<file path="src/stb_macros.svh">
// strobe generator constants
// widths, schedule offsets and limits shared by every block of the design

`ifndef STB_MACROS_SVH
`define STB_MACROS_SVH

// ----------------------------------------
// timestamp
// ----------------------------------------
`define STB_T_CNT_WIDTH 32  // must stay even, counter and compare work on halves

// ----------------------------------------
// strobe shape and schedule
// ----------------------------------------
`define STB_ZERO_HOLD   1   // low cycles per strobe period
`define STB_GEN_OFFSET  7   // lead of the first target ahead of the pipeline
`define STB_PIPE_COMP   1   // state step between an event and the next add

// ----------------------------------------
// measurement
// ----------------------------------------
`define STB_MIN_PERIOD  16  // shorter periods are flagged as errors
`define STB_SYNC_STAGES 2   // sig_i synchronizer depth

`endif

</file>
<file path="src/stb_pkg.sv">
// strobe generator types
// timestamp vector and the measurement / scheduling state encoding

`include "stb_macros.svh"

package stb_pkg;

	// free-running cycle timestamp, also used for the period
	typedef logic [`STB_T_CNT_WIDTH-1:0] tstamp_t;

	// measurement, then scheduling, then a sticky error state
	typedef enum logic [3:0] {
		FIND_EDGE_1,
		FIND_EDGE_2,
		WRITE_START,
		FIND_EDGE_3,
		WRITE_END,
		COUNT_PERIOD,      // period adder in flight
		WAIT_PERIOD,
		COUNT_GEN_START,   // issue first target
		WAIT_GEN_START,
		COUNT_STROBE,      // issue end and zero-hold targets
		WAIT_STB_END,
		MEAS_ERROR
	} meas_state_e;

endpackage

</file>
<file path="src/stb_time_counter.sv">
// timestamp counter
// free-running cycle count built from two halves, the carry into the
// upper half goes through a register so the full width closes timing

`include "stb_macros.svh"

module stb_time_counter (
	input  logic             clk_i,
	input  logic             arstn_i,
	output stb_pkg::tstamp_t t_cnt_o
);
	localparam int unsigned HALF = `STB_T_CNT_WIDTH / 2;

	logic [HALF-1:0] lo_q;     // low half, counts every cycle
	logic [HALF-1:0] lo_d1_q;  // low half lined up with the high half
	logic [HALF-1:0] hi_q;
	logic [HALF-1:0] lo_inc;
	logic            lo_carry;
	logic            carry_q;

	assign {lo_carry, lo_inc} = {1'b0, lo_q} + {{HALF{1'b0}}, 1'b1};

	always_ff @(posedge clk_i or negedge arstn_i) begin
		if (!arstn_i) begin
			lo_q    <= '0;
			lo_d1_q <= '0;
			carry_q <= 1'b0;
			hi_q    <= '0;
			t_cnt_o <= '0;
		end else begin
			lo_q    <= lo_inc;
			lo_d1_q <= lo_q;
			carry_q <= lo_carry;
			// carry lands one cycle late, matched by lo_d1_q
			hi_q    <= hi_q + {{(HALF-1){1'b0}}, carry_q};
			t_cnt_o <= {hi_q, lo_d1_q};
		end
	end

endmodule

</file>
<file path="src/pipelined_adder.sv">
// two-stage timestamp adder
// low halves first with the carry kept, high halves one cycle later;
// the valid flag travels alongside the data

`include "stb_macros.svh"

module pipelined_adder (
	input  logic             clk_i,
	input  logic             valid_i,
	input  stb_pkg::tstamp_t a_i,
	input  stb_pkg::tstamp_t b_i,
	output logic             valid_o,
	output stb_pkg::tstamp_t res_o
);
	localparam int unsigned W    = `STB_T_CNT_WIDTH;
	localparam int unsigned HALF = W / 2;

	logic [HALF-1:0] lo_sum_q;
	logic            lo_carry_q;
	logic [HALF-1:0] a_hi_q;
	logic [HALF-1:0] b_hi_q;
	logic            valid_q;
	logic [HALF-1:0] hi_sum;

	// stage 1
	always_ff @(posedge clk_i) begin
		{lo_carry_q, lo_sum_q} <= {1'b0, a_i[HALF-1:0]} + {1'b0, b_i[HALF-1:0]};
		a_hi_q  <= a_i[W-1:HALF];
		b_hi_q  <= b_i[W-1:HALF];
		valid_q <= valid_i;
	end

	assign hi_sum = a_hi_q + b_hi_q + {{(HALF-1){1'b0}}, lo_carry_q};

	// stage 2
	always_ff @(posedge clk_i) begin
		res_o   <= {hi_sum, lo_sum_q};
		valid_o <= valid_q;
	end

endmodule

</file>
<file path="src/pipelined_equal.sv">
// two-stage timestamp comparator
// each half is compared first, the two results are combined next cycle

`include "stb_macros.svh"

module pipelined_equal (
	input  logic             clk_i,
	input  stb_pkg::tstamp_t a_i,
	input  stb_pkg::tstamp_t b_i,
	output logic             eq_o
);
	localparam int unsigned W    = `STB_T_CNT_WIDTH;
	localparam int unsigned HALF = W / 2;

	logic eq_lo_q;
	logic eq_hi_q;

	always_ff @(posedge clk_i) begin
		eq_lo_q <= (a_i[HALF-1:0] == b_i[HALF-1:0]);
		eq_hi_q <= (a_i[W-1:HALF] == b_i[W-1:HALF]);
		eq_o    <= eq_lo_q & eq_hi_q;  // both halves matched last cycle
	end

endmodule

</file>
<file path="src/stb_period_meas.sv">
// period measurement
// synchronizes sig_i, timestamps its rising edges and measures one period
// (second to third edge), then steps the scheduling states from the events

`include "stb_macros.svh"

module stb_period_meas (
	input  logic                 clk_i,
	input  logic                 arstn_i,
	input  logic                 sig_i,
	input  stb_pkg::tstamp_t     t_cnt_i,
	input  logic                 gen_start_evt_i,
	input  logic                 stb_end_evt_i,
	output stb_pkg::meas_state_e state_o,
	output stb_pkg::tstamp_t     period_o,
	output logic                 period_valid_o,
	output logic                 err_o
);
	logic [`STB_SYNC_STAGES-1:0] sync_q;
	logic                        sig_prev_q;
	logic                        sig_rise;
	stb_pkg::meas_state_e        state_q;
	stb_pkg::meas_state_e        state_d;
	stb_pkg::tstamp_t            t_start_q;
	stb_pkg::tstamp_t            t_start_neg;
	stb_pkg::tstamp_t            per_sum;
	logic                        per_vld;

	// ----------------------------------------
	// input sync and edge detect
	// ----------------------------------------
	always_ff @(posedge clk_i or negedge arstn_i) begin
		if (!arstn_i) begin
			sync_q     <= '0;
			sig_prev_q <= 1'b0;
		end else begin
			sync_q     <= {sync_q[`STB_SYNC_STAGES-2:0], sig_i};
			sig_prev_q <= sync_q[`STB_SYNC_STAGES-1];
		end
	end

	assign sig_rise = sync_q[`STB_SYNC_STAGES-1] & ~sig_prev_q;

	// ----------------------------------------
	// state machine
	// ----------------------------------------
	always_comb begin
		state_d = state_q;
		case (state_q)
			stb_pkg::FIND_EDGE_1: if (sig_rise) state_d = stb_pkg::FIND_EDGE_2;  // partial period
			stb_pkg::FIND_EDGE_2: if (sig_rise) state_d = stb_pkg::WRITE_START;
			stb_pkg::WRITE_START: state_d = stb_pkg::FIND_EDGE_3;
			stb_pkg::FIND_EDGE_3: if (sig_rise) state_d = stb_pkg::WRITE_END;
			stb_pkg::WRITE_END: state_d = stb_pkg::COUNT_PERIOD;
			stb_pkg::COUNT_PERIOD: state_d = stb_pkg::WAIT_PERIOD;
			stb_pkg::WAIT_PERIOD: begin
				if (per_vld) begin
					if (per_sum < stb_pkg::tstamp_t'(`STB_MIN_PERIOD))
						state_d = stb_pkg::MEAS_ERROR;
					else
						state_d = stb_pkg::COUNT_GEN_START;
				end
			end
			stb_pkg::COUNT_GEN_START: state_d = stb_pkg::WAIT_GEN_START;
			stb_pkg::WAIT_GEN_START: if (gen_start_evt_i) state_d = stb_pkg::COUNT_STROBE;
			stb_pkg::COUNT_STROBE: state_d = stb_pkg::WAIT_STB_END;
			stb_pkg::WAIT_STB_END: if (stb_end_evt_i) state_d = stb_pkg::COUNT_STROBE;
			default: state_d = stb_pkg::MEAS_ERROR;  // sticky until reset
		endcase
	end

	always_ff @(posedge clk_i or negedge arstn_i) begin
		if (!arstn_i)
			state_q <= stb_pkg::FIND_EDGE_1;
		else
			state_q <= state_d;
	end

	assign state_o = state_q;
	assign err_o   = (state_q == stb_pkg::MEAS_ERROR);

	// ----------------------------------------
	// period = end stamp - start stamp
	// ----------------------------------------
	always_ff @(posedge clk_i) begin
		if (state_q == stb_pkg::WRITE_START) t_start_q <= t_cnt_i;
	end

	assign t_start_neg = -t_start_q;

	// both stamps taken one cycle after their edge
	pipelined_adder u_period_add (
		.clk_i   (clk_i),
		.valid_i (state_q == stb_pkg::WRITE_END),
		.a_i     (t_cnt_i),
		.b_i     (t_start_neg),
		.valid_o (per_vld),
		.res_o   (per_sum)
	);

	always_ff @(posedge clk_i) begin
		if (per_vld) period_o <= per_sum;
	end

	always_ff @(posedge clk_i or negedge arstn_i) begin
		if (!arstn_i)
			period_valid_o <= 1'b0;
		else if (per_vld)
			period_valid_o <= 1'b1;
	end

	a_period_nonzero: assert property (@(posedge clk_i) disable iff (!arstn_i)
		period_valid_o |-> (period_o != '0))
		else $error("period valid with a zero period");

endmodule

</file>
<file path="src/stb_event_sched.sv">
// event scheduler
// turns the measured period into timestamp targets through pipelined adders
// and matches them against the running timestamp to fire strobe events

`include "stb_macros.svh"

module stb_event_sched (
	input  logic                 clk_i,
	input  logic                 arstn_i,
	input  stb_pkg::tstamp_t     t_cnt_i,
	input  stb_pkg::meas_state_e state_i,
	input  stb_pkg::tstamp_t     period_i,
	output logic                 gen_start_evt_o,
	output logic                 stb_end_evt_o,
	output logic                 zero_hold_evt_o
);
	// target slots
	localparam int unsigned GEN   = 0;
	localparam int unsigned SEND  = 1;  // strobe end
	localparam int unsigned ZHOLD = 2;  // zero-hold start

	// end and zero-hold targets are issued one state step after the
	// previous end event and matched two cycles late by the comparator
	localparam int unsigned LOOP_COMP = `STB_PIPE_COMP + 2;

	stb_pkg::tstamp_t ofs [3];
	logic [2:0]       add_req;
	logic [2:0]       evt;

	assign ofs[GEN]   = period_i - stb_pkg::tstamp_t'(`STB_GEN_OFFSET);
	assign ofs[SEND]  = period_i - stb_pkg::tstamp_t'(LOOP_COMP);
	assign ofs[ZHOLD] = period_i - stb_pkg::tstamp_t'(`STB_ZERO_HOLD + LOOP_COMP);

	assign add_req[GEN]   = (state_i == stb_pkg::COUNT_GEN_START);
	assign add_req[SEND]  = (state_i == stb_pkg::COUNT_STROBE);
	assign add_req[ZHOLD] = add_req[SEND];

	// ----------------------------------------
	// one adder, target and comparator per slot
	// ----------------------------------------
	for (genvar k = 0; k < 3; k++) begin : g_tgt
		stb_pkg::tstamp_t sum;
		stb_pkg::tstamp_t tgt_q;
		logic             sum_vld;
		logic             hit;
		logic [2:0]       vld_q;  // target valid, delayed to the compare output

		pipelined_adder u_add (
			.clk_i   (clk_i),
			.valid_i (add_req[k]),
			.a_i     (t_cnt_i),
			.b_i     (ofs[k]),
			.valid_o (sum_vld),
			.res_o   (sum)
		);

		always_ff @(posedge clk_i) begin
			if (sum_vld) tgt_q <= sum;
		end

		always_ff @(posedge clk_i or negedge arstn_i) begin
			if (!arstn_i) begin
				vld_q <= '0;
			end else begin
				if (sum_vld)
					vld_q[0] <= 1'b1;
				else if (k != GEN && evt[SEND])
					vld_q[0] <= 1'b0;  // consumed, wait for re-arm
				vld_q[2:1] <= vld_q[1:0];
			end
		end

		pipelined_equal u_eq (
			.clk_i (clk_i),
			.a_i   (t_cnt_i),
			.b_i   (tgt_q),
			.eq_o  (hit)
		);

		assign evt[k] = hit & vld_q[2];
	end

	assign gen_start_evt_o = evt[GEN];
	assign stb_end_evt_o   = evt[SEND];
	assign zero_hold_evt_o = evt[ZHOLD];

	// zero-hold target sits STB_ZERO_HOLD cycles ahead of the end target
	a_evt_exclusive: assert property (@(posedge clk_i) disable iff (!arstn_i)
		!(stb_end_evt_o && zero_hold_evt_o))
		else $error("strobe end and zero-hold events fired together");

endmodule

</file>
<file path="src/stb_output.sv">
// strobe output stage
// builds the strobe from end and zero-hold events, arms one strobe window
// per request and holds the output high while idle

`include "stb_macros.svh"

module stb_output (
	input  logic clk_i,
	input  logic arstn_i,
	input  logic stb_req_i,
	input  logic stb_end_evt_i,
	input  logic zero_hold_evt_i,
	output logic stb_o,
	output logic rdy_o,
	output logic stb_valid_o
);
	logic req_q;
	logic req_rise;
	logic int_stb_q;  // generated strobe

	assign req_rise = stb_req_i & ~req_q;

	always_ff @(posedge clk_i or negedge arstn_i) begin
		if (!arstn_i) begin
			req_q       <= 1'b0;
			int_stb_q   <= 1'b0;
			rdy_o       <= 1'b0;
			stb_valid_o <= 1'b0;
		end else begin
			req_q <= stb_req_i;

			if (zero_hold_evt_i)
				int_stb_q <= 1'b0;
			else if (stb_end_evt_i)
				int_stb_q <= 1'b1;  // rising edge of the generated strobe

			if (stb_end_evt_i) rdy_o <= 1'b1;  // first strobe is out

			// request opens a window, the next rising edge closes it
			if (req_rise && rdy_o)
				stb_valid_o <= 1'b0;
			else if (stb_end_evt_i)
				stb_valid_o <= 1'b1;
		end
	end

	// idle state forces the line high
	assign stb_o = stb_valid_o | int_stb_q;

	// once running, a zero-hold always cuts a strobe that is high
	a_zero_hold_on_high: assert property (@(posedge clk_i) disable iff (!arstn_i)
		(zero_hold_evt_i && rdy_o) |-> int_stb_q)
		else $error("zero-hold event while the generated strobe is low");

endmodule

</file>
<file path="src/stb_gen_top.sv">
// strobe generator top
// measures the period of sig_i once after reset, then runs a strobe locked
// to that period; counter, decode, scheduling and output stages

`include "stb_macros.svh"

module stb_gen_top (
	input  logic             clk_i,
	input  logic             arstn_i,
	input  logic             sig_i,
	input  logic             stb_req_i,
	output logic             err_o,
	output logic             rdy_o,
	output logic             stb_o,
	output logic             stb_valid_o,
	output stb_pkg::tstamp_t stb_period_o
);
	stb_pkg::tstamp_t     t_cnt;
	stb_pkg::meas_state_e state;
	logic                 gen_start_evt;
	logic                 stb_end_evt;
	logic                 zero_hold_evt;

	stb_time_counter u_time_counter (
		.clk_i   (clk_i),
		.arstn_i (arstn_i),
		.t_cnt_o (t_cnt)
	);

	// decode
	stb_period_meas u_period_meas (
		.clk_i           (clk_i),
		.arstn_i         (arstn_i),
		.sig_i           (sig_i),
		.t_cnt_i         (t_cnt),
		.gen_start_evt_i (gen_start_evt),
		.stb_end_evt_i   (stb_end_evt),
		.state_o         (state),
		.period_o        (stb_period_o),
		.period_valid_o  (),
		.err_o           (err_o)
	);

	// execute
	stb_event_sched u_event_sched (
		.clk_i           (clk_i),
		.arstn_i         (arstn_i),
		.t_cnt_i         (t_cnt),
		.state_i         (state),
		.period_i        (stb_period_o),
		.gen_start_evt_o (gen_start_evt),
		.stb_end_evt_o   (stb_end_evt),
		.zero_hold_evt_o (zero_hold_evt)
	);

	// result
	stb_output u_output (
		.clk_i           (clk_i),
		.arstn_i         (arstn_i),
		.stb_req_i       (stb_req_i),
		.stb_end_evt_i   (stb_end_evt),
		.zero_hold_evt_i (zero_hold_evt),
		.stb_o           (stb_o),
		.rdy_o           (rdy_o),
		.stb_valid_o     (stb_valid_o)
	);

endmodule

</file>
<file path="config.mk">
export PLATFORM = sky130hd
export DESIGN_NAME = stb_gen_top
export DESIGN_NICKNAME = d
export VERILOG_FILES = /design/src/stb_pkg.sv /design/src/stb_time_counter.sv /design/src/pipelined_adder.sv /design/src/pipelined_equal.sv /design/src/stb_period_meas.sv /design/src/stb_event_sched.sv /design/src/stb_output.sv /design/src/stb_gen_top.sv
export VERILOG_INCLUDE_DIRS = /design/src
export SDC_FILE = /design/constraint.sdc
export NUM_CORES = 1
export LEC_CHECK = 0
export ABC_AREA = 1
export BUFFER_PORTS_ARGS = -buffer_cell sky130_fd_sc_hd__buf_2
export CAP_MARGIN = 40
export CORE_MARGIN = 4
export CORE_UTILIZATION = 50
export CTS_BUF_LIST = sky130_fd_sc_hd__clkbuf_8
export DETAILED_ROUTE_END_ITERATION = 10
export GPL_TIMING_DRIVEN = 0
export PLACE_DENSITY = 0.77
export SETUP_SLACK_MARGIN = 0.1
export SKIP_LAST_GASP = 1
export SLEW_MARGIN = 0
export SYNTH_ARGS = -nofsm -noshare
export SYNTH_HDL_FRONTEND = slang
export SYNTH_HIERARCHICAL = 1
export SYNTH_SLANG_ARGS = --single-unit
</file>
<file path="constraint.sdc">
create_clock -name clk_i -period 5.1 [get_ports clk_i]
set_input_delay 0.255 -clock clk_i [delete_from_list [all_inputs] [get_ports clk_i]]
set_output_delay 0.255 -clock clk_i [all_outputs]
set_load 0.02 [all_outputs]
</file>
* After elaboration in Yosys (flattened, before gate mapping) *
Index checks and enable logic that the tools add are counted.

word-level totals
  logic and storage cells = 126
  input bits = 4
  register bits = 551

cells by class
  add/sub/neg operators = 18
  equal/unequal tests = 23
  order comparisons = 1
  multiplexer cells = 13
  bitwise operators = 11
  reductions and logical operators = 6

operators with widths
  cell                   number
  $eq 16x16->1           6
  $add 16x1->16          5
  $add 16x16->17         4
  $add 16x16->16         4
  $sub 32x3->32 const B  2
  $pmux 4 s11            1
  $lt 32x5->1 const B    1
  $neg 32->32            1
  $sub 32x2->32 const B  1
  $mux 4                 7
  $add 16x1->17 const B  1
  $eq 4x3->1 const B     4
  $eq 4x4->1 const B     4
  $and 1x1->1            8
  $eq 4x2->1 const B     2
  $ne 2x1->1 const B     3
  $ne 2x2->1 const B     3
  $reduce_and 6->1       1
  $reduce_bool 2->1      3
  $mux 1                 5
  $eq 4x1->1 const B     1
  $logic_not 4->1        1
  $not 1->1              2
  $logic_and 1x1->1      1
  $or 1x1->1             1

* Logic depth before layout (Yosys ltp) *
Gate-level depths: netlist (run 1).

  depth after elaboration = 4
  gate-level depth with buffers = 16

* Cells and area by module *
Netlist (run 1), hierarchy kept.

by module, submodules not included
  module                                          instances  sequential area each (µm²)  area each (µm²)  cells each
  stb_event_sched                                 1          3108.0                      5119.9           500
  pipelined_adder (u_period_meas.u_period_add)    1          1661.6                      3598.5           446
  pipelined_adder (u_event_sched.g_tgt[1].u_add)  1          1661.6                      3580.9           446
  pipelined_adder (u_event_sched.g_tgt[0].u_add)  1          1661.6                      3568.4           446
  pipelined_adder (u_event_sched.g_tgt[2].u_add)  1          1661.6                      3550.9           446
  stb_period_meas                                 1          2122.0                      3350.7           296
  stb_time_counter                                1          2026.9                      2752.6           232
  pipelined_equal                                 3          60.1                        560.5            107
  stb_output                                      1          100.1                       146.4            15

* Worst setup path after synthesis (run 1) *
Ideal clock, no wire load.

  kind = register to register
  from = reg u_period_meas.state_q[0], in the netlist u_period_meas/state_o[0]
  to = reg u_period_meas.t_start_q[0], enable pin
  data arrival time = 2.787 ns
  buffers on the path = 0
  slack = 1.852 ns
  setup time = 0.461 ns
  required time = 4.639 ns
  stages on the path, launching flop included = 4
  cells stage by stage = dfrtp_1 inv_1 nand2_1 nor3_1

on the way
  cells in the longest elaborated chain, start to end = 1

RTL lines
  what                    RTL line               RTL
  from (decl)             stb_period_meas.sv:22  stb_pkg::meas_state_e state_q;
  from (signal assigned)  stb_period_meas.sv:74  state_q <= stb_pkg::FIND_EDGE_1;
  from (signal assigned)  stb_period_meas.sv:76  state_q <= state_d;
  $eq 4x2->1              stb_period_meas.sv:86  if (state_q == stb_pkg::WRITE_START) t_start_q <= t_cnt_i;
  to (signal assigned)    stb_period_meas.sv:86
  to (decl)               stb_period_meas.sv:24  stb_pkg::tstamp_t t_start_q;

Every way passes these cells.
A chain may end at the register's enable or synchronous reset.

==> run_results.csv, run 1 <==
group,metric,value,unit
timing,worst_pin_slew,0.936,ns
clock_tree,clk_latency,0.69,ns
yosys,syn-num-nets,3290,
die,chipHeight,242,um
timing,finalSetupViolations,0,
place,globalplace.congestion,0.930,
clock_tree,cts_setup_buffers,0,
finish,area_growth,11.9,%
timing,finalCritPeriodShare,62.7,%
routing,vias_per_cell,4.91,
timing,maxSlewViolCount,0,
power,p_leak,15.0,nW
yosys,synth_area,0.0273,mm2
global_route,grt_pass1_vias,19100,
clock_tree,numCtsBuffers,93,
place,post-place-ws,2.03,ns
clock_tree,cts_tree,"yes",
flow_run,maxCapViolCount,0,
timing,hold_ws,0.117,ns
place,dpl_cell_area,0.0285,mm2
setup_path,cp.arrival,3.76,ns
setup_path,rrSetupSlack,1.90,ns
setup_path,cpMostUsedCell,"nand2_1",
clock_tree,cts.repair.resized,0,
global_route,grt_util_met3,2.96,%
finish,nets,3433,
routing,ant_nets,0,
global_route,grt.total_usage,21.1,%
timing,fin_tns_setup,0,ns
global_route,grt_start_max_net_pins,64,
setup_path,cp_top_family,"simple AND/OR/NAND/NOR gates",
yosys,avgSynthCellArea,8.68,um2
timing,hold_viol,0,
timing,fmax,313,MHz
die,initial_core_util,50.7,%
yosys,syn_inst,3146,
power,ir_worst_vdd,0.000171,V
routing,firstDrtPassIters,5,
timing,clock_skew,0.0327,ns
place,port_buffers,39,
power,p_per_area,378,mW/mm2
setup_path,required,5.67,ns
routing,remaining_drc_errors,0,
status,outcome,"finished clean",
yosys,yosysWarningCount,6,
setup_path,endpoint_kind,"register",
global_route,grtUsageMet1,26.8,%
setup_path,max_stage_delay,0.53,ns
routing,wl_per_cell,15.3,um
clock_tree,cts.clk_slew.worst_paths,0.06,ns
timing,fin_ws,1.90,ns
die,rows,85,
clock_tree,h-tree-depth,3,
routing,num_vias,20000,
setup_path,worstPathCellList,"inv_1 -> ha_1 -> nand2_2 -> nor2_2 -> nand2_1 -> xor2_1 -> ha_1 -> nand2_1 -> inv_1 -> nand2_1 -> nand2_1 -> a21oi_1 -> nand2_1 -> nand2_1 -> nand2_1",
global_route,grt_pass1_wl,97300,um
routing,totalWireLength,62300,um
clock_tree,holdBufCountCts,3,
clock_tree,root_buffer,"clkbuf_8",
setup_path,crit_fanout,7,
die,io-pin-count,40,
clock_tree,cts.sinks,602,
timing,max-slew-margin-rel,37.6,%
setup_path,path_buf_inv,2,
die,die_area,0.0584,mm2
finish,layout-drive-gt1-share,11.5,%
timing,rsz0062_at_grt,"false",
global_route,antenna_found_initial,2,
clock_tree,clockBufferDepth,3,
global_route,met2_usage,36.7,%
global_route,grt-busiest-layer,"met2",
finish,fin_area,0.0306,mm2
worst_hold_path,hold_class,"input pin to asynchronous set/reset pin",
setup_path,crit_path_start_kind,"register",
place,dp_hpwl,46600,um
timing,finalCriticalPeriod,3.20,ns
die,core-area,0.0539,mm2
setup_path,crit_slowest_cell,"edfxtp_1",
finish,final_core_util,56.7,%
routing,drtIter0Drc,1317,
die,die_w,242,um
setup_path,path_class,"register to register",
global_route,grt_remaining_overflow,0,
final timing paths:
path                                                                          end                                              from  depth (start not counted)
worst min-delay path                         u_time_counter/t_cnt_o[17]$_DFF_PN0_                                           arstn_i                          2
worst max-delay path            u_event_sched/g_tgt[1].u_add/lo_sum_q[15]$_DFF_P_               u_period_meas/period_o[2]$_DFFE_PP_                         15
worst min register to register      u_event_sched/g_tgt[2].u_add/res_o[7]$_DFF_P_  u_event_sched/g_tgt[2].u_add/lo_sum_q[7]$_DFF_P_                          0
min in group clk_i                              u_period_meas/sync_q[0]$_DFF_PN0_                                             sig_i                          2
max in group asynchronous                     u_time_counter/t_cnt_o[2]$_DFF_PN0_                                           arstn_i                          3
worst max register to register  u_event_sched/g_tgt[1].u_add/lo_sum_q[15]$_DFF_P_               u_period_meas/period_o[2]$_DFFE_PP_                         15
sequential cells by signal, indices dropped and copies added (netlist names), 32 cells and up:
signal / flops
u_period_meas/period_o: 32
u_event_sched/g_tgt.u_add/res_o: 96
u_time_counter/t_cnt_o: 32
u_event_sched/g_tgt.u_add/lo_sum_q: 48
u_event_sched/g_tgt.tgt_q: 96
u_period_meas/u_period_add/res_o: 32
u_event_sched/g_tgt.u_add/b_hi_q: 48
u_event_sched/g_tgt.u_add/a_hi_q: 48
u_period_meas/t_start_q: 32
layer usage:
metal | wire length, um | part of all wire, % | up-vias
li1 | - | - | 10100
met4 | 2040 | 3.3 | 0
met3 | 3810 | 6.1 | 112
met2 | 29900 | 48 | 605
met5 | 0 | 0 | -
met1 | 26500 | 43 | 9179
final cells by class:
class                           count  area, um2
Clock buffer                      113       1560
Tap cell                          696        871
Timing Repair Buffer               48        322
Multi-Input combinational cell   2045      11300
Fill cell                        4591      23400
Antenna cell                        1       2.50
Sequential cell                   602      14200
Inverter                          497       1870
Buffer                              2       16.3
Clock inverter                     63        488
cell usage in the layout (no fill, tap or decap), types with 3 or more instances in the layout:
| cell type | n |
|---|---|
| nor3_2 | 24 |
| nand4_1 | 39 |
| xor2_1 | 111 |
| inv_1 | 493 |
| ha_1 | 128 |
| buf_2 | 38 |
| clkbuf_8 | 113 |
| nand3_1 | 132 |
| nor2_4 | 13 |
| a21oi_2 | 4 |
| xnor2_1 | 99 |
| nand2_1 | 987 |
| or2_1 | 4 |
| buf_4 | 3 |
| dlygate4sd3_1 | 3 |
| nor2_8 | 4 |
| nand2_2 | 70 |
| bufinv_16 | 7 |
| nor2_1 | 228 |
| nor3_1 | 12 |
| nor2_2 | 28 |
| nand3_2 | 6 |
| clkinv_2 | 16 |
| inv_2 | 28 |
| fa_1 | 12 |
| o21bai_1 | 4 |
| dfxtp_1 | 337 |
| dfrtp_1 | 101 |
| edfxtp_1 | 160 |
| o21ai_1 | 8 |
| o21ai_0 | 35 |
| clkinv_1 | 4 |
| dfxtp_2 | 4 |
| nand3b_1 | 8 |
| clkinvlp_4 | 8 |
| a21oi_1 | 71 |
where the power goes:
group / switching, mW / internal, mW / total, mW
registers: 0.368 / 5.60 / 5.96
logic: 0.865 / 0.474 / 1.34
clock network: 1.87 / 2.38 / 4.25
stage by stage:
| stage | power (mW) | instances |
|---|---|---|
| 2_1_floorplan | 6.91 | 3146 |
| 3_3_place_gp | 7.30 | 3881 |
| 3_5_place_dp | 7.38 | 3887 |
| 4_1_cts | 11.6 | 4066 |
| 5_1_grt | 12.1 | 4066 |
| 6_report | 11.6 | 4067 |
(Power assumes the default switching activity.)
==> run 2: changes to the inputs <==
==> constraint.sdc (replaced) <==
create_clock -name clk_i -period 3 [get_ports clk_i]
set_input_delay 0.15 -clock clk_i [delete_from_list [all_inputs] [get_ports clk_i]]
set_output_delay 0.15 -clock clk_i [all_outputs]
set_load 0.02 [all_outputs]
==> run 2 against run 1 <==
Effect of this change: non-clock buffer count increased by 10; routed wire length about the same; critical endpoint is now u_event_sched/g_tgt[1].u_add/lo_sum_q[13]$_DFF_P_; worst setup slack got worse by 1.7 ns.
==> run_results.csv, run 2 (synthesized netlist as in run 1, its figures left out) <==
group,metric,value,unit
status,outcome,"finished clean",
clock_tree,numCtsBuffers,93,
die,initial_core_util,50.7,%
die,die_area,0.0584,mm2
die,rows,85,
routing,totalWireLength,62300,um
finish,fin_area,0.0307,mm2
setup_path,crit_fanout,5,
timing,rsz0062_at_grt,"true",
die,chipHeight,242,um
power,pwr-share-clk,35.9,%
finish,fillerInstances,4579,
routing,num_vias,19900,
power,p_leak,15.0,nW
power,pwr-share-comb,11.8,%
setup_path,endpoint_kind,"register",
power,p_int,14.2,mW
power,switching_share,27.0,%
die,die_w,242,um
timing,maxSlewViolCount,0,
routing,vias_per_cell,4.88,
power,power,19.4,mW
timing,fmax,352,MHz
setup_path,path_class,"register to register",
routing,drtIter0Drc,1204,
power,switchingPower,5.24,mW
finish,top_regs,"u_event_sched/g_tgt.tgt_q: 96 flops, u_event_sched/g_tgt.u_add/res_o: 96 flops",
finish,regArea,0.0142,mm2
timing,fin_tns_setup,0,ns
setup_path,cp.arrival,3.41,ns
place,dpl_cell_area,0.0285,mm2
timing,hold_viol,0,
finish,nets,3443,
clock_tree,cts_tree,"yes",
finish,layout_commonest_cell,"nand2_1",
setup_path,required,3.57,ns
global_route,grt_pass1_vias,19100,
place,dp_hpwl,46800,um
timing,finalCritPeriodShare,94.7,%
power,ir_worst_vdd,0.000430,V
routing,ant_nets,0,
global_route,antenna_found_initial,2,
timing,finalCriticalPeriod,2.84,ns
timing,max-slew-margin-rel,39.2,%
global_route,grt_start_max_net_pins,64,
place,port_buffers,39,
timing,hold_ws,0.132,ns
clock_tree,cts.sinks,602,
die,io-pin-count,40,
finish,layout-drive-gt1-share,11.9,%
die,core-area,0.0539,mm2
clock_tree,cts.clk_slew.worst_paths,0.06,ns
timing,clock_skew,0.0393,ns
place,globalplace.congestion,0.921,
clock_tree,clockBufferDepth,3,
timing,finalSetupViolations,0,
setup_path,crit_path_start_kind,"register",
routing,remaining_drc_errors,0,
global_route,grt.total_usage,21.1,%
power,p_per_area,633,mW/mm2
power,seqPwrFrac,52.3,%
clock_tree,clk_latency,0.69,ns
finish,final_cell_mix,"984 x nand2_1, 493 x inv_1, 337 x dfxtp_1",
clock_tree,h-tree-depth,3,
worst_hold_path,hold_class,"input pin to register",
clock_tree,root_buffer,"clkbuf_8",
finish,multi_input_area,0.0113,mm2
timing,worst_pin_slew,0.911,ns
routing,wl_per_cell,15.3,um
flow_run,maxCapViolCount,0,
finish,area_growth,12.2,%
routing,firstDrtPassIters,5,
global_route,grt_pass1_wl,97100,um
global_route,grt_remaining_overflow,0,
[run 2: cell type report]
cell class              count  share of cell area, %
diodes                      3                 0.0245
plain buffers               2                 0.0531
clock buffers             119                   5.34
clock inverters            56                   1.11
inverters                 497                   6.08
multi-input cells        2045                   37.0
flip-flops and latches    602                   46.2
well taps                 696                   2.84
repair buffers             58                   1.35
[run 2: path summary, 6_finish.rpt]
| kind | start | end | slack (ns) | cells after the start |
|---|---|---|---|---|
| worst max-delay path | u_period_meas/period_o[1]$_DFFE_PP_ | u_event_sched/g_tgt[1].u_add/lo_sum_q[13]$_DFF_P_ | 0.16 | 15 |
| worst min-delay path | sig_i | u_period_meas/sync_q[0]$_DFF_PN0_ | 0.13 | 2 |
| worst max register to register | u_period_meas/period_o[1]$_DFFE_PP_ | u_event_sched/g_tgt[1].u_add/lo_sum_q[13]$_DFF_P_ | 0.16 | 15 |
| worst min register to register | u_event_sched/g_tgt[0].u_add/lo_sum_q[8]$_DFF_P_ | u_event_sched/g_tgt[0].u_add/res_o[8]$_DFF_P_ | 0.30 | 0 |
| max in group asynchronous | arstn_i | u_time_counter/t_cnt_o[1]$_DFF_PN0_ | 2.10 | 4 |
| min in group asynchronous | arstn_i | u_time_counter/hi_q[5]$_DFF_PN0_ | 0.59 | 4 |
[run 2: critical path: stages, from the launching register on]
cell	delay [ns]
edfxtp_1	0.50
ha_1	0.30
nand2_1	0.16
nand2_1	0.17
nor2_4	0.18
nand2_1	0.17
xor2_2	0.25
ha_1	0.35
nand2_2	0.17
inv_1	0.05
nand2_1	0.06
nand2_1	0.05
a21oi_1	0.16
nand2_1	0.07
nand2_1	0.05
nand2_1	0.06
[run 2: repair_timing]
item,in CTS,in global routing
setup endpoints to repair,6,12
hold buffers,5,0
cloned,0,0
setup buffers,5,5
resized for setup,3,11
pin swaps,1,2
hold endpoints to repair,104,0
[run 2: power by group through the flow]
stage | clock (mW) | sequential [mW] | combinational (mW)
after floorplan | 0 | 10.1 | 1.62
after global placement | 0 | 10.3 | 2.06
after detailed placement | 0 | 10.3 | 2.25
after CTS | 7.16 | 10.1 | 2.29
after global routing | 7.55 | 10.2 | 2.58
final | 6.97 | 10.1 | 2.29
[run 2: per-stage QoR]
step                utilization [%]  setup WS (ns)  std cells
finish                         56.9          0.160       4078
floorplan                         -          0.489       3146
detailed placement             52.8        -0.0878       3885
global placement               52.7         -0.107       3881
CTS                            56.7          0.106       4070
global route                   56.9         0.0600       4076
[run 2: metal layers]
layer  track usage (%)  vias up  part of all wire [%]
li1                  -    10100                     -
met1              26.7     9197                    43
met2              36.1      483                    48
met3              3.02      117                   5.2
met4              9.19        0                   3.7
met5                 0        -                     0
==> run 3: changes to the inputs <==
--- a/config.mk
+++ b/config.mk
@@ -9,6 +9,7 @@
 export ABC_AREA = 1
 export BUFFER_PORTS_ARGS = -buffer_cell sky130_fd_sc_hd__buf_2
 export CAP_MARGIN = 40
+export CORE_ASPECT_RATIO = 0.75
 export CORE_MARGIN = 4
 export CORE_UTILIZATION = 50
 export CTS_BUF_LIST = sky130_fd_sc_hd__clkbuf_8
==> run 3 against run 2 <==
Effect of this change: non-clock buffer count up 10; sequential share of layout area is 0.35 points lower; routed wire length increased by 4.2%; register-to-register slack gained 0.05 ns; cell area is 0.77% higher; clock power rose by 4.3%; die area hardly changed; worst hold slack worse by 0.0036 ns; sequential cell count unchanged; clock skew rose by 0.0010 ns; combinational power is 4% higher; fmax rose by 1.9%; critical path type unchanged; critical endpoint unchanged.
==> run_results.csv, run 3 (synthesized netlist as in run 1, its figures left out) <==
group,metric,value,unit
setup_path,cp_top_family,"simple AND/OR/NAND/NOR gates",
setup_path,cp.arrival,3.33,ns
global_route,antenna_found_initial,0,
finish,fin_area,0.0309,mm2
worst_hold_path,worstHoldEndpoint,"u_period_meas/sync_q[0]$_DFF_PN0_",
clock_tree,root_buffer,"clkbuf_8",
setup_path,cpMostUsedCell,"nand2_1",
routing,drtIter0Drc,1780,
setup_path,crit_slowest_cell,"edfxtp_1",
die,die_area,0.0585,mm2
timing,finalCritPeriodShare,92.9,%
setup_path,r2r.worst_path.cells,15,
routing,remaining_drc_errors,0,
timing,fmax,359,MHz
clock_tree,clockBufferDepth,3,
global_route,grt_start_max_net_pins,71,
finish,layout-drive-gt1-share,12.4,%
place,dp_hpwl,48700,um
timing,hold_ws,0.129,ns
routing,num_vias,20200,
finish,final_cell_mix,"979 x nand2_1, 494 x inv_1, 337 x dfxtp_1",
die,io-pin-count,40,
setup_path,crit_fanout,5,
routing,firstDrtPassIters,6,
power,p_per_area,641,mW/mm2
die,rows,73,
die,die_w,278,um
worst_hold_path,whs_path_depth,2,
routing,vias_per_cell,4.93,
routing,wl_per_cell,15.9,um
timing,maxSlewViolCount,0,
setup_path,max_stage_delay,0.54,ns
worst_hold_path,hold_class,"input pin to register",
clock_tree,h-tree-depth,3,
routing,ant_nets,0,
flow_run,maxCapViolCount,0,
die,initial_core_util,51.0,%
power,power,19.8,mW
clock_tree,cts_tree,"yes",
setup_path,r2r_start,"u_period_meas/period_o[1]$_DFFE_PP_",
place,port_buffers,39,
place,dpl_cell_area,0.0286,mm2
setup_path,rr_endpoint,"u_event_sched/g_tgt[1].u_add/lo_sum_q[13]$_DFF_P_",
global_route,grt.total_usage,22.2,%
global_route,grt_pass1_wl,101000,um
setup_path,path_buf_inv,1,
clock_tree,clk_latency,0.69,ns
clock_tree,cts.sinks,602,
finish,top_regs,"u_event_sched/g_tgt.tgt_q: 96 flops, u_event_sched/g_tgt.u_add/res_o: 96 flops",
setup_path,worstPathCellList,"ha_2 -> nand2_1 -> nand2_1 -> nor2_4 -> nand2_2 -> xor2_2 -> ha_2 -> nand2_2 -> inv_1 -> nand2_1 -> nand2_1 -> a21oi_1 -> nand2_1 -> nand2_1 -> nand2_1",
clock_tree,numCtsBuffers,88,
die,core-area,0.0535,mm2
setup_path,endpoint_kind,"register",
timing,max-slew-margin-rel,42.4,%
finish,instances_no_fill,4092,
clock_tree,cts.clk_slew.worst_paths,0.07,ns
timing,finalSetupViolations,0,
timing,finalCriticalPeriod,2.79,ns
setup_path,path_class,"register to register",
timing,rsz0062_at_grt,"true",
power,p_leak,15.1,nW
worst_hold_path,hold_start,"sig_i",
setup_path,crit_path_start_kind,"register",
routing,totalWireLength,64900,um
place,globalplace.congestion,0.979,
timing,fin_tns_setup,0,ns
setup_path,rrSetupSlack,0.21,ns
status,outcome,"finished clean",
timing,hold_viol,0,
place,place_inst,3903,
finish,nets,3448,
finish,area_growth,13.1,%
setup_path,required,3.55,ns
global_route,grt_pass1_vias,19000,
global_route,grt_remaining_overflow,0,
power,ir_worst_vdd,0.000764,V
finish,layout_commonest_cell,"nand2_1",
setup_path,path_depth,15,
die,chipHeight,210,um
timing,clock_skew,0.0403,ns
timing,worst_pin_slew,0.864,ns
[run 3: changes by cell type in the layout (fill, tap and decap cells not counted), sizes merged]
cell      previous run  this run
buf                 55        65
bufinv               3        11
clkbuf             120       103
clkinvlp             8         3
diode                3         2
inv                526       529
[run 3: worst register-to-register path, delay by kind of cell (launching register included)]
kind | cells | cell delay (ns)
buffers and inverters | 1 | 0.05
AND/OR/NAND/NOR | 10 | 1.07
AO/OA/AOI/OAI | 1 | 0.15
flip-flops | 1 | 0.54
adder cells (fa/ha/maj) | 2 | 0.63
XOR/XNOR | 1 | 0.19
[run 3: area by class of cell]
class / count / area, um2
Buffer: 2 / 16.3
Sequential cell: 602 / 14200
Multi-Input combinational cell: 2045 / 11400
Tap cell: 712 / 891
Clock buffer: 102 / 1400
Clock inverter: 62 / 594
Antenna cell: 2 / 5.00
Timing Repair Buffer: 68 / 531
Fill cell: 4610 / 22600
Inverter: 497 / 1870
[run 3: layer usage]
layer,up-vias,routed length (um),global-route usage [%],part of all wire (%)
li1,10100,-,-,-
met1,9327,31300,32.9,48
met2,650,26800,32.8,41
met3,117,5190,4.76,8.0
met4,0,1620,6.76,2.5
met5,-,0,0,0
[run 3: stage by stage]
step                      util, %  setup WS (ns)
after floorplan                 -          0.489
after global placement       53.1         -0.162
after detailed placement     53.4         -0.142
after CTS                    57.3          0.110
after global routing         57.7         0.0599
final                        57.7          0.213
[run 3: how the worst max path moves through the flow]
stage | start | slack [ns] | to
2_1_floorplan | u_period_meas/period_o[2]$_DFFE_PP_ | 0.49 | u_event_sched/g_tgt[1].u_add/lo_sum_q[15]$_DFF_P_
3_3_place_gp | u_period_meas/state_o[0]$_DFFE_PN0P_ | -0.16 | u_period_meas/t_start_q[30]$_DFFE_PP_
3_5_place_dp | u_period_meas/period_o[3]$_DFFE_PP_ | -0.14 | u_event_sched/g_tgt[1].u_add/lo_sum_q[14]$_DFF_P_
4_1_cts | u_period_meas/period_o[3]$_DFFE_PP_ | 0.11 | u_event_sched/g_tgt[1].u_add/lo_sum_q[15]$_DFF_P_
5_1_grt | u_period_meas/period_o[3]$_DFFE_PP_ | 0.06 | u_event_sched/g_tgt[1].u_add/lo_sum_q[15]$_DFF_P_
6_report | u_period_meas/period_o[1]$_DFFE_PP_ | 0.21 | u_event_sched/g_tgt[1].u_add/lo_sum_q[13]$_DFF_P_
[run 3: where the power goes]
part           switching, mW  leakage (nW)  internal [mW]
Clock                   3.17          1.12           4.10
Sequential             0.625          5.62           9.51
Combinational           1.52          8.34          0.862
[run 3: repair_timing]
item,CTS,global route
hold endpoints to repair,104,0
resized for setup,6,27
setup endpoints to repair,16,14
buffers inserted,4,14
pin swaps,1,4
hold buffers,5,0
